===== src/source/trig_pkg.sv =====
package trig_pkg;

    // surf trigger word layout
    localparam int SURF_WORD_W  = 16;
    // only the top bit carries the trigger flag
    localparam int SURF_TRIG_BIT = 15;

    // widths that carry a meaning
    localparam int TIME_W = 32;
    localparam int SEQ_W  = 12;
    localparam int HIT_W  = 6;
    localparam int NSRC   = 4;

    typedef logic [SURF_WORD_W-1:0] surf_word_t;
    typedef logic [TIME_W-1:0]      trig_time_t;
    typedef logic [SEQ_W-1:0]       trig_seq_t;
    // holds up to 32 surfs
    typedef logic [HIT_W-1:0]       hit_cnt_t;
    typedef logic [NSRC-1:0]        trig_src_t;

    // bit positions inside trig_src_t
    typedef enum logic [1:0] {
        SRC_RF   = 2'd0,
        SRC_PPS  = 2'd1,
        SRC_EXT  = 2'd2,
        SRC_SOFT = 2'd3
    } trig_src_e;

    // rf coincidence result, valid is a one-cycle pulse
    typedef struct packed {
        logic     valid;
        hit_cnt_t hits;
    } rf_evt_t;

    // aux result, only pps and ext bits set
    typedef struct packed {
        logic      valid;
        trig_src_t src;
    } aux_evt_t;

    // 54-bit trigger header
    typedef struct packed {
        trig_time_t time_v;
        trig_src_t  src;
        hit_cnt_t   hits;
        trig_seq_t  seq;
    } trig_hdr_t;

    typedef enum logic {ARMED = 1'b0, HOLDOFF = 1'b1} merge_state_e;

endpackage


===== src/source/aux_trig_gen.sv =====
`timescale 1ns/1ps

module aux_trig_gen (
    input  logic                sys_clk,
    input  logic                runrst,
    input  logic                pps_i,
    input  logic [5:0]          gp_in_i,
    input  logic                pps_en_i,
    input  logic [15:0]         pps_offset_i,
    input  logic                ext_en_i,
    input  logic [2:0]          ext_sel_i,
    input  logic [15:0]         ext_offset_i,
    output trig_pkg::aux_evt_t  aux_evt_o
);

    // channel 0 is pps, channel 1 is ext
    localparam int NCHAN = 2;

    // input registers
    logic        pps_q;
    logic [5:0]  gp_q;

    // per-channel views
    logic [NCHAN-1:0] chan_lvl;
    logic [NCHAN-1:0] chan_lvl_d;
    logic [NCHAN-1:0] chan_en;
    logic [15:0]      chan_off [NCHAN];
    logic [NCHAN-1:0] rise;
    logic [NCHAN-1:0] expire;

    trig_pkg::trig_src_t src_bits;

    // one register stage on the raw inputs
    always_ff @(posedge sys_clk) begin
        if (runrst) begin
            pps_q <= 1'b0;
            gp_q  <= '0;
        end else begin
            pps_q <= pps_i;
            gp_q  <= gp_in_i;
        end
    end

    // ext line picked after the register
    assign chan_lvl    = {gp_q[ext_sel_i], pps_q};
    assign chan_en     = {ext_en_i, pps_en_i};
    assign chan_off[0] = pps_offset_i;
    assign chan_off[1] = ext_offset_i;

    // previous level for edge detect
    always_ff @(posedge sys_clk) begin
        if (runrst) begin
            chan_lvl_d <= '0;
        end else begin
            chan_lvl_d <= chan_lvl;
        end
    end

    assign rise = chan_lvl & ~chan_lvl_d;

    for (genvar c = 0; c < NCHAN; c++) begin : g_chan
        logic        busy;
        logic [15:0] cnt;
        logic        accept;

        // edges while counting are dropped
        assign accept = rise[c] && chan_en[c] && !busy;

        always_ff @(posedge sys_clk) begin
            if (runrst) begin
                busy <= 1'b0;
                cnt  <= '0;
            end else if (busy) begin
                // last count, go idle
                if (cnt == 16'd1) begin
                    busy <= 1'b0;
                end
                cnt <= cnt - 16'd1;
            end else if (accept && (chan_off[c] != 16'd0)) begin
                busy <= 1'b1;
                cnt  <= chan_off[c];
            end
        end

        // zero offset fires straight from the edge
        assign expire[c] = (busy && (cnt == 16'd1)) || (accept && (chan_off[c] == 16'd0));
    end

    // both channels expiring together share one pulse
    always_comb begin
        src_bits                    = '0;
        src_bits[trig_pkg::SRC_PPS] = expire[0];
        src_bits[trig_pkg::SRC_EXT] = expire[1];
    end

    always_ff @(posedge sys_clk) begin
        if (runrst) begin
            aux_evt_o <= '0;
        end else begin
            aux_evt_o.valid <= |expire;
            aux_evt_o.src   <= src_bits;
        end
    end

    // only six gp lines exist
    a_ext_sel_range : assert property (
        @(posedge sys_clk) disable iff (runrst)
        ext_sel_i <= 3'd5
    ) else $error("ext_sel_i selects a missing gp_in line");

endmodule


===== src/source/rf_trig_collect.sv =====
`timescale 1ns/1ps

module rf_trig_collect #(
    parameter int NSURF = 32
) (
    input  logic                                 sys_clk,
    input  logic                                 runrst,
    input  trig_pkg::surf_word_t [NSURF-1:0]     trig_dat_i,
    input  logic                                 trig_dat_valid_i,
    input  logic [NSURF-1:0]                     trigmask_i,
    input  trig_pkg::hit_cnt_t                   rf_threshold_i,
    output trig_pkg::rf_evt_t                    rf_evt_o
);

    // trigger flags of the phase-0 word, mask already applied
    logic [NSURF-1:0]   flag_raw;
    logic [NSURF-1:0]   hit_map;
    // marks a fresh bitmap in stage one
    logic               map_vld;
    trig_pkg::hit_cnt_t hit_cnt;
    logic               thr_pass;

    // frame tracking for the strobe check
    logic [1:0]         phase;
    logic               strobe_seen;

    // pull the flag bit out of every surf word
    always_comb begin
        for (int i = 0; i < NSURF; i++) begin
            flag_raw[i] = trig_dat_i[i][trig_pkg::SURF_TRIG_BIT];
        end
    end

    // stage one
    // only the phase-0 word is looked at, later phases ignored
    always_ff @(posedge sys_clk) begin
        if (runrst) begin
            map_vld <= 1'b0;
        end else begin
            map_vld <= trig_dat_valid_i;
        end
    end

    // bitmap is payload, loaded only on the strobe
    always_ff @(posedge sys_clk) begin
        if (trig_dat_valid_i) begin
            hit_map <= flag_raw & ~trigmask_i;
        end
    end

    // stage two
    // popcount of the latched bitmap
    always_comb begin
        hit_cnt = '0;
        for (int i = 0; i < NSURF; i++) begin
            hit_cnt = hit_cnt + trig_pkg::hit_cnt_t'(hit_map[i]);
        end
    end

    // zero threshold disables the rf trigger entirely
    assign thr_pass = (rf_threshold_i != '0) && (hit_cnt >= rf_threshold_i);

    always_ff @(posedge sys_clk) begin
        if (runrst) begin
            rf_evt_o.valid <= 1'b0;
        end else begin
            rf_evt_o.valid <= map_vld && thr_pass;
        end
    end

    // hit count rides along with the pulse
    always_ff @(posedge sys_clk) begin
        if (map_vld) begin
            rf_evt_o.hits <= hit_cnt;
        end
    end

    // phase counter
    // restarts at 1 the cycle after each strobe, so 0 marks the next one
    always_ff @(posedge sys_clk) begin
        if (runrst) begin
            phase       <= 2'd0;
            strobe_seen <= 1'b0;
        end else begin
            if (trig_dat_valid_i) begin
                phase       <= 2'd1;
                strobe_seen <= 1'b1;
            end else begin
                phase <= phase + 2'd1;
            end
        end
    end

    // strobe lands exactly on phase 0 once framing is established
    // a missing or extra strobe breaks the 4-cycle frame
    a_strobe_framing : assert property (
        @(posedge sys_clk) disable iff (runrst)
        strobe_seen |-> (trig_dat_valid_i == (phase == 2'd0))
    ) else $error("trig_dat_valid_i out of 4-cycle framing");

endmodule


===== src/source/trig_merge.sv =====
`timescale 1ns/1ps

module trig_merge (
    input  logic                 sys_clk,
    input  logic                 runrst,
    input  trig_pkg::rf_evt_t    rf_evt_i,
    input  trig_pkg::aux_evt_t   aux_evt_i,
    input  logic                 soft_trig_i,
    input  logic                 runstop_i,
    input  logic [7:0]           holdoff_i,
    output trig_pkg::trig_hdr_t  trig_hdr_o,
    output logic                 trig_hdr_valid_o,
    output logic [15:0]          dropped_cnt_o
);

    trig_pkg::merge_state_e state;
    logic [7:0]             hold_cnt;

    // free-running time and header sequence
    trig_pkg::trig_time_t   time_cnt;
    trig_pkg::trig_seq_t    seq_cnt;

    // merged view of this cycle's inputs
    trig_pkg::trig_src_t    src_bits;
    trig_pkg::hit_cnt_t     hits;
    logic                   any_evt;
    logic                   issue;
    logic                   drop;

    // or all sources into one source vector
    always_comb begin
        src_bits                     = aux_evt_i.valid ? aux_evt_i.src : '0;
        src_bits[trig_pkg::SRC_RF]   = rf_evt_i.valid;
        src_bits[trig_pkg::SRC_SOFT] = soft_trig_i;
    end

    // hit count only meaningful with rf present
    assign hits    = rf_evt_i.valid ? rf_evt_i.hits : '0;
    assign any_evt = rf_evt_i.valid || aux_evt_i.valid || soft_trig_i;

    // run stop wins over an armed state
    assign issue = any_evt && !runstop_i && (state == trig_pkg::ARMED);
    assign drop  = any_evt && !issue;

    // time counter, zero on the first cycle out of reset
    always_ff @(posedge sys_clk) begin
        if (runrst) begin
            time_cnt <= '0;
        end else begin
            time_cnt <= time_cnt + 1'b1;
        end
    end

    // holdoff fsm
    always_ff @(posedge sys_clk) begin
        if (runrst) begin
            state    <= trig_pkg::ARMED;
            hold_cnt <= '0;
        end else begin
            case (state)
                trig_pkg::ARMED: begin
                    // zero holdoff stays armed
                    if (issue && (holdoff_i != 8'd0)) begin
                        state    <= trig_pkg::HOLDOFF;
                        hold_cnt <= holdoff_i;
                    end
                end
                trig_pkg::HOLDOFF: begin
                    if (hold_cnt == 8'd1) begin
                        state <= trig_pkg::ARMED;
                    end
                    hold_cnt <= hold_cnt - 8'd1;
                end
                default: begin
                    state <= trig_pkg::ARMED;
                end
            endcase
        end
    end

    // header strobe and sequence
    always_ff @(posedge sys_clk) begin
        if (runrst) begin
            trig_hdr_valid_o <= 1'b0;
            seq_cnt          <= '0;
        end else begin
            trig_hdr_valid_o <= issue;
            if (issue) begin
                seq_cnt <= seq_cnt + 1'b1;
            end
        end
    end

    // header payload, time taken at the event edge
    always_ff @(posedge sys_clk) begin
        if (issue) begin
            trig_hdr_o.time_v <= time_cnt;
            trig_hdr_o.src    <= src_bits;
            trig_hdr_o.hits   <= hits;
            trig_hdr_o.seq    <= seq_cnt;
        end
    end

    // dropped count saturates at all ones
    always_ff @(posedge sys_clk) begin
        if (runrst) begin
            dropped_cnt_o <= '0;
        end else if (drop && (dropped_cnt_o != 16'hFFFF)) begin
            dropped_cnt_o <= dropped_cnt_o + 16'd1;
        end
    end

    // holdoff never runs on an empty counter
    // an empty count would stretch the window to 256 cycles
    a_holdoff_cnt_live : assert property (
        @(posedge sys_clk) disable iff (runrst)
        (state == trig_pkg::HOLDOFF) |-> (hold_cnt != 8'd0)
    ) else $error("holdoff state with an empty counter");

endmodule


===== src/source/trig_process_top.sv =====
`timescale 1ns/1ps

module trig_process_top #(
    parameter int NSURF = 32
) (
    input  logic                                sys_clk,
    input  logic                                runrst,
    // surf trigger words, framed by the phase-0 strobe
    input  trig_pkg::surf_word_t [NSURF-1:0]    trig_dat_i,
    input  logic                                trig_dat_valid_i,
    input  logic [NSURF-1:0]                    trigmask_i,
    input  trig_pkg::hit_cnt_t                  rf_threshold_i,
    // auxiliary sources
    input  logic                                pps_i,
    input  logic [5:0]                          gp_in_i,
    input  logic                                pps_en_i,
    input  logic [15:0]                         pps_offset_i,
    input  logic                                ext_en_i,
    input  logic [2:0]                          ext_sel_i,
    input  logic [15:0]                         ext_offset_i,
    // merge control
    input  logic                                soft_trig_i,
    input  logic                                runstop_i,
    input  logic [7:0]                          holdoff_i,
    // header out, plain strobe with no ready
    output trig_pkg::trig_hdr_t                 trig_hdr_o,
    output logic                                trig_hdr_valid_o,
    output logic [15:0]                         dropped_cnt_o
);

    trig_pkg::rf_evt_t  rf_evt;
    trig_pkg::aux_evt_t aux_evt;

    // rf coincidence, 2 cycles strobe to event
    rf_trig_collect #(
        .NSURF(NSURF)
    ) u_rf (
        .sys_clk          (sys_clk),
        .runrst           (runrst),
        .trig_dat_i       (trig_dat_i),
        .trig_dat_valid_i (trig_dat_valid_i),
        .trigmask_i       (trigmask_i),
        .rf_threshold_i   (rf_threshold_i),
        .rf_evt_o         (rf_evt)
    );

    // pps and ext, offset delayed
    aux_trig_gen u_aux (
        .sys_clk      (sys_clk),
        .runrst       (runrst),
        .pps_i        (pps_i),
        .gp_in_i      (gp_in_i),
        .pps_en_i     (pps_en_i),
        .pps_offset_i (pps_offset_i),
        .ext_en_i     (ext_en_i),
        .ext_sel_i    (ext_sel_i),
        .ext_offset_i (ext_offset_i),
        .aux_evt_o    (aux_evt)
    );

    // one more cycle to the header
    trig_merge u_merge (
        .sys_clk          (sys_clk),
        .runrst           (runrst),
        .rf_evt_i         (rf_evt),
        .aux_evt_i        (aux_evt),
        .soft_trig_i      (soft_trig_i),
        .runstop_i        (runstop_i),
        .holdoff_i        (holdoff_i),
        .trig_hdr_o       (trig_hdr_o),
        .trig_hdr_valid_o (trig_hdr_valid_o),
        .dropped_cnt_o    (dropped_cnt_o)
    );

endmodule


===== config.mk =====
export PLATFORM = sky130hd
export DESIGN_NAME = trig_process_top
export DESIGN_NICKNAME = d
export VERILOG_FILES = /design/src/source/trig_pkg.sv /design/src/source/aux_trig_gen.sv /design/src/source/rf_trig_collect.sv /design/src/source/trig_merge.sv /design/src/source/trig_process_top.sv
export SDC_FILE = /design/constraint.sdc
export NUM_CORES = 1
export LEC_CHECK = 0
export BUFFER_PORTS_ARGS = -buffer_cell sky130_fd_sc_hd__buf_4
export CORE_AREA = 2 2 260 262
export DETAILED_ROUTE_END_ITERATION = 10
export DIE_AREA = 0 0 262 264
export GPL_ROUTABILITY_DRIVEN = 0
export PLACE_DENSITY = 0.42
export SLEW_MARGIN = 25
export SYNTH_ARGS = -nofsm -noshare
export SYNTH_HDL_FRONTEND = slang
export SYNTH_SLANG_ARGS = --single-unit
export TNS_END_PERCENT = 30

===== constraint.sdc =====
create_clock -name sys_clk -period 5.85 [get_ports sys_clk]
set_input_delay 0.8775 -clock sys_clk [delete_from_list [all_inputs] [get_ports sys_clk]]
set_output_delay 0.8775 -clock sys_clk [all_outputs]
set_load 0.01 [all_outputs]

==> impl_metrics.toml <==
[power]
ir_drop_mv = 0.298
finalPower_w = 0.00556
p_leak_nw = 4.86
p_per_area_nw_per_um2 = 429

[global_routing]
antenna_found_initial = 2
grt_use_total_pct = 7.59
grt_max_degree = 63
grt_pass1_vias = 7393
grt_overflow_total = 0
grt_pass1_wl_mm = 41.2

[logic_synthesis]
synth_nets = 1538
syn-cell-area_sq_um = 9470
synthFlopType = "dfxtp_1"
ys_seq_area_share_pct = 54.1
synth_cell_types = 62
syn_inst = 884
synth_area_per_cell_sq_um = 10.7
ys_seq_elements = 210
async_reset_ff_share_pct = 0
synth_edf_count = 92
yosysWarnings = 0

[critical_path]
crit_top_cell = "fa_1"
r2r_slack_ps = 90
crit_path_end_kind = "flip-flop"
worstPathArrival_ps = 6180
critical_path_class = "flip-flop to flip-flop"
worst-path-buf-inv = 2
r2r_end = "u_rf.rf_evt_o[6]"
rr_worst_depth = 16
critPathRequiredTime_ps = 6270
reg2reg_from = "u_rf.hit_map[0]"
worstPathCellList = "ha_1 > inv_1 > fa_1 > fa_1 > fa_1 > fa_2 > fa_1 > fa_1 > fa_2 > fa_1 > inv_1 > ha_1 > a21o_1 > a21o_1 > a2111oi_2 > nor4b_1"
cp-start-kind = "flip-flop"
cp_slowest_stage_delay_ps = 540
setup.worst_path.start = "u_rf.hit_map[0]"
cpLargestDelayFamily = "adder cells"
worstPathMaxFanout = 2
slowest_stage = "fa_1"

[route]
initialDrtViolationCount = 346
vias = 7088
wl_per_cell_um = 13.1
firstDrtPassIters = 4
antenna_left = 0
via_per_inst = 3.57
drc_errors = 0
wl_mm = 26.1

[placement]
port_buffers = 197
post-place-ws_ps = -175
dp_hpwl_mm = 19.3

[die]
fp.coreArea_sq_um = 66600
dieWidth_um = 262
die_area_sq_um = 69200
ios = 678
die_y_um = 264
placementRows = 95
initial_core_util_pct = 14.2

[cts]
cts-root-buf = "clkbuf_16"
clkTransAtPathRegs_ps = 60
cts_hold_buf = 0
clockBufferDepth = 3
cts-buffers-inserted = 28
cts_sinks = 210
htree_levels = 1
postCtsSetupBuffers = 0
clock_latency_ps = 580
tritoncts = "built"

[hold_path]
hold_end = "u_merge.trig_hdr_o[53]"
holdPathStages = 0
min_path_type = "flip-flop to flip-flop"
hp-start = "u_merge.time_cnt[31]"

[cells_and_area]
area_delta_synth_final_pct = 36.8
final_layout_size_suffix_gt1_share_pct = 24.4
regArea_sq_um = 5120
fillers = 7344
final_common_cell = "buf_4"
fin_util_pct = 19.5
fin_nets = 1744
multi_input_area_sq_um = 3980
mostFrequentLayoutCells = "203 x buf_4, 118 x dfxtp_1, 99 x nor2_1"

[sta]
relSlewSlack_pct = 41.6
max_freq_mhz = 174
finalSetupViolations = 0
finalHoldViolCount = 0
period_minus_slack_ps = 5760
holdWs_ps = 459
finalClockSkew_ps = 25.7
slew_viol_final = 0
fin_crit_sh_pct = 98.5
rsz0062_at_grt = "yes"
tightestPinTransition_ps = 876
setup_ws_ps = 89.6

[status]
status = "finished, final reports clean"

[flow_run]
cap_violations = 0
## cell type report
class / instances / area share (%)
Timing Repair Buffer: 203 / 11.8
Sequential cell: 210 / 39.6
Clock buffer: 37 / 5.90
Antenna cell: 1 / 0.0193
Multi-Input combinational cell: 582 / 30.8
Inverter: 65 / 1.88
Tap cell: 873 / 8.44
Clock inverter: 15 / 1.64
## where the power goes
group	internal, W	switching, W
Combinational	0.00101	0.000981
Clock	0.00110	0.000705
Sequential	0.00170	0.0000550
## repair_timing
action | in CTS | in global routing
pin swaps | 2 | 0
resized for setup | 4 | 0
endpoints found under the setup margin | 1 | 1
## registers in the layout, indices dropped and copies added (netlist names)
name and count:
u_merge.seq_cnt 12, u_aux.g_chan.busy 2, u_merge.state 1, u_aux.g_chan.cnt 32, u_merge.trig_hdr_o 54, u_aux.gp_q 6
u_rf.map_vld 1, u_merge.trig_hdr_valid_o 1, u_rf.hit_map 32, u_merge.hold_cnt 8, u_rf.rf_evt_o 7, u_aux.chan_lvl_d 2
u_merge.time_cnt 32, u_aux.pps_q 1, u_merge.dropped_cnt_o 16, u_aux.aux_evt_o 3
## kinds of logic (layout without fill, tap and decap cells)
kind of cell               after synthesis  after routing  share of synthesized area [%]
and+or+nand+nor                        349            349                           19.4
DFF                                    210            210                           54.1
AOI/OAI and AO/OA                      123            123                           8.39
buffers and inverters                   92            320                           4.00
xor gates and xnor gates                59             59                           5.46
adders and majority gates               47             47                           8.11
muxes                                    4              4                          0.463
other                                    0              1                              0
## metal layers
layer  up-vias  track usage [%]  routed length, um
met5         -                0                 13
met4         2             2.70                930
met3        52             2.82               2010
met2       154             12.9              12600
met1      3338             8.64              10600
li1       3542                -                  -
## worst register-to-register path, delay by kind of cell, from the launching register on
kind,cells,cell delay [ps]
fa+ha+maj,10,4360
compound gates,3,680
flops,1,370
buf+inv,2,100
simple gates,1,90
## cells in the mapped netlist (19+ instances only)
cell	instances	area [sq um]
nor3_1	21	105
nor2b_1	48	300
ha_1	23	288
nor4_1	19	119
nand3_1	36	180
xor2_1	31	272
edfxtp_1	92	2760
inv_1	65	244
a21oi_1	57	285
fa_1	24	480
nor2_1	99	372
nand2_1	42	158
xnor2_1	28	245
dfxtp_1	118	2360
nand4_1	21	131
## through the flow
| step | instance area, sq um | TNS (ps) | cells |
|---|---|---|---|
| after floorplan | 9470 | 0 | 884 |
| after global placement | 11900 | -132 | 1933 |
| after detailed placement | 12000 | -175 | 1933 |
| after CTS | 12900 | 0 | 1985 |
| after global routing | 12900 | -168 | 1985 |
| final | 12900 | 0 | 1986 |
## worst max-delay path by stage
stage	to	slack (ps)	cells after the start
6_report	u_rf.rf_evt_o[6]	90	16
5_1_grt	u_rf.rf_evt_o[6]	-170	18
4_1_cts	u_rf.rf_evt_o[6]	20	16
3_5_place_dp	u_rf.rf_evt_o[6]	-180	16
3_3_place_gp	u_rf.rf_evt_o[6]	-130	16
2_1_floorplan	u_rf.rf_evt_o[6]	250	16
No activity file was read; power rests on OpenSTA's default activity.
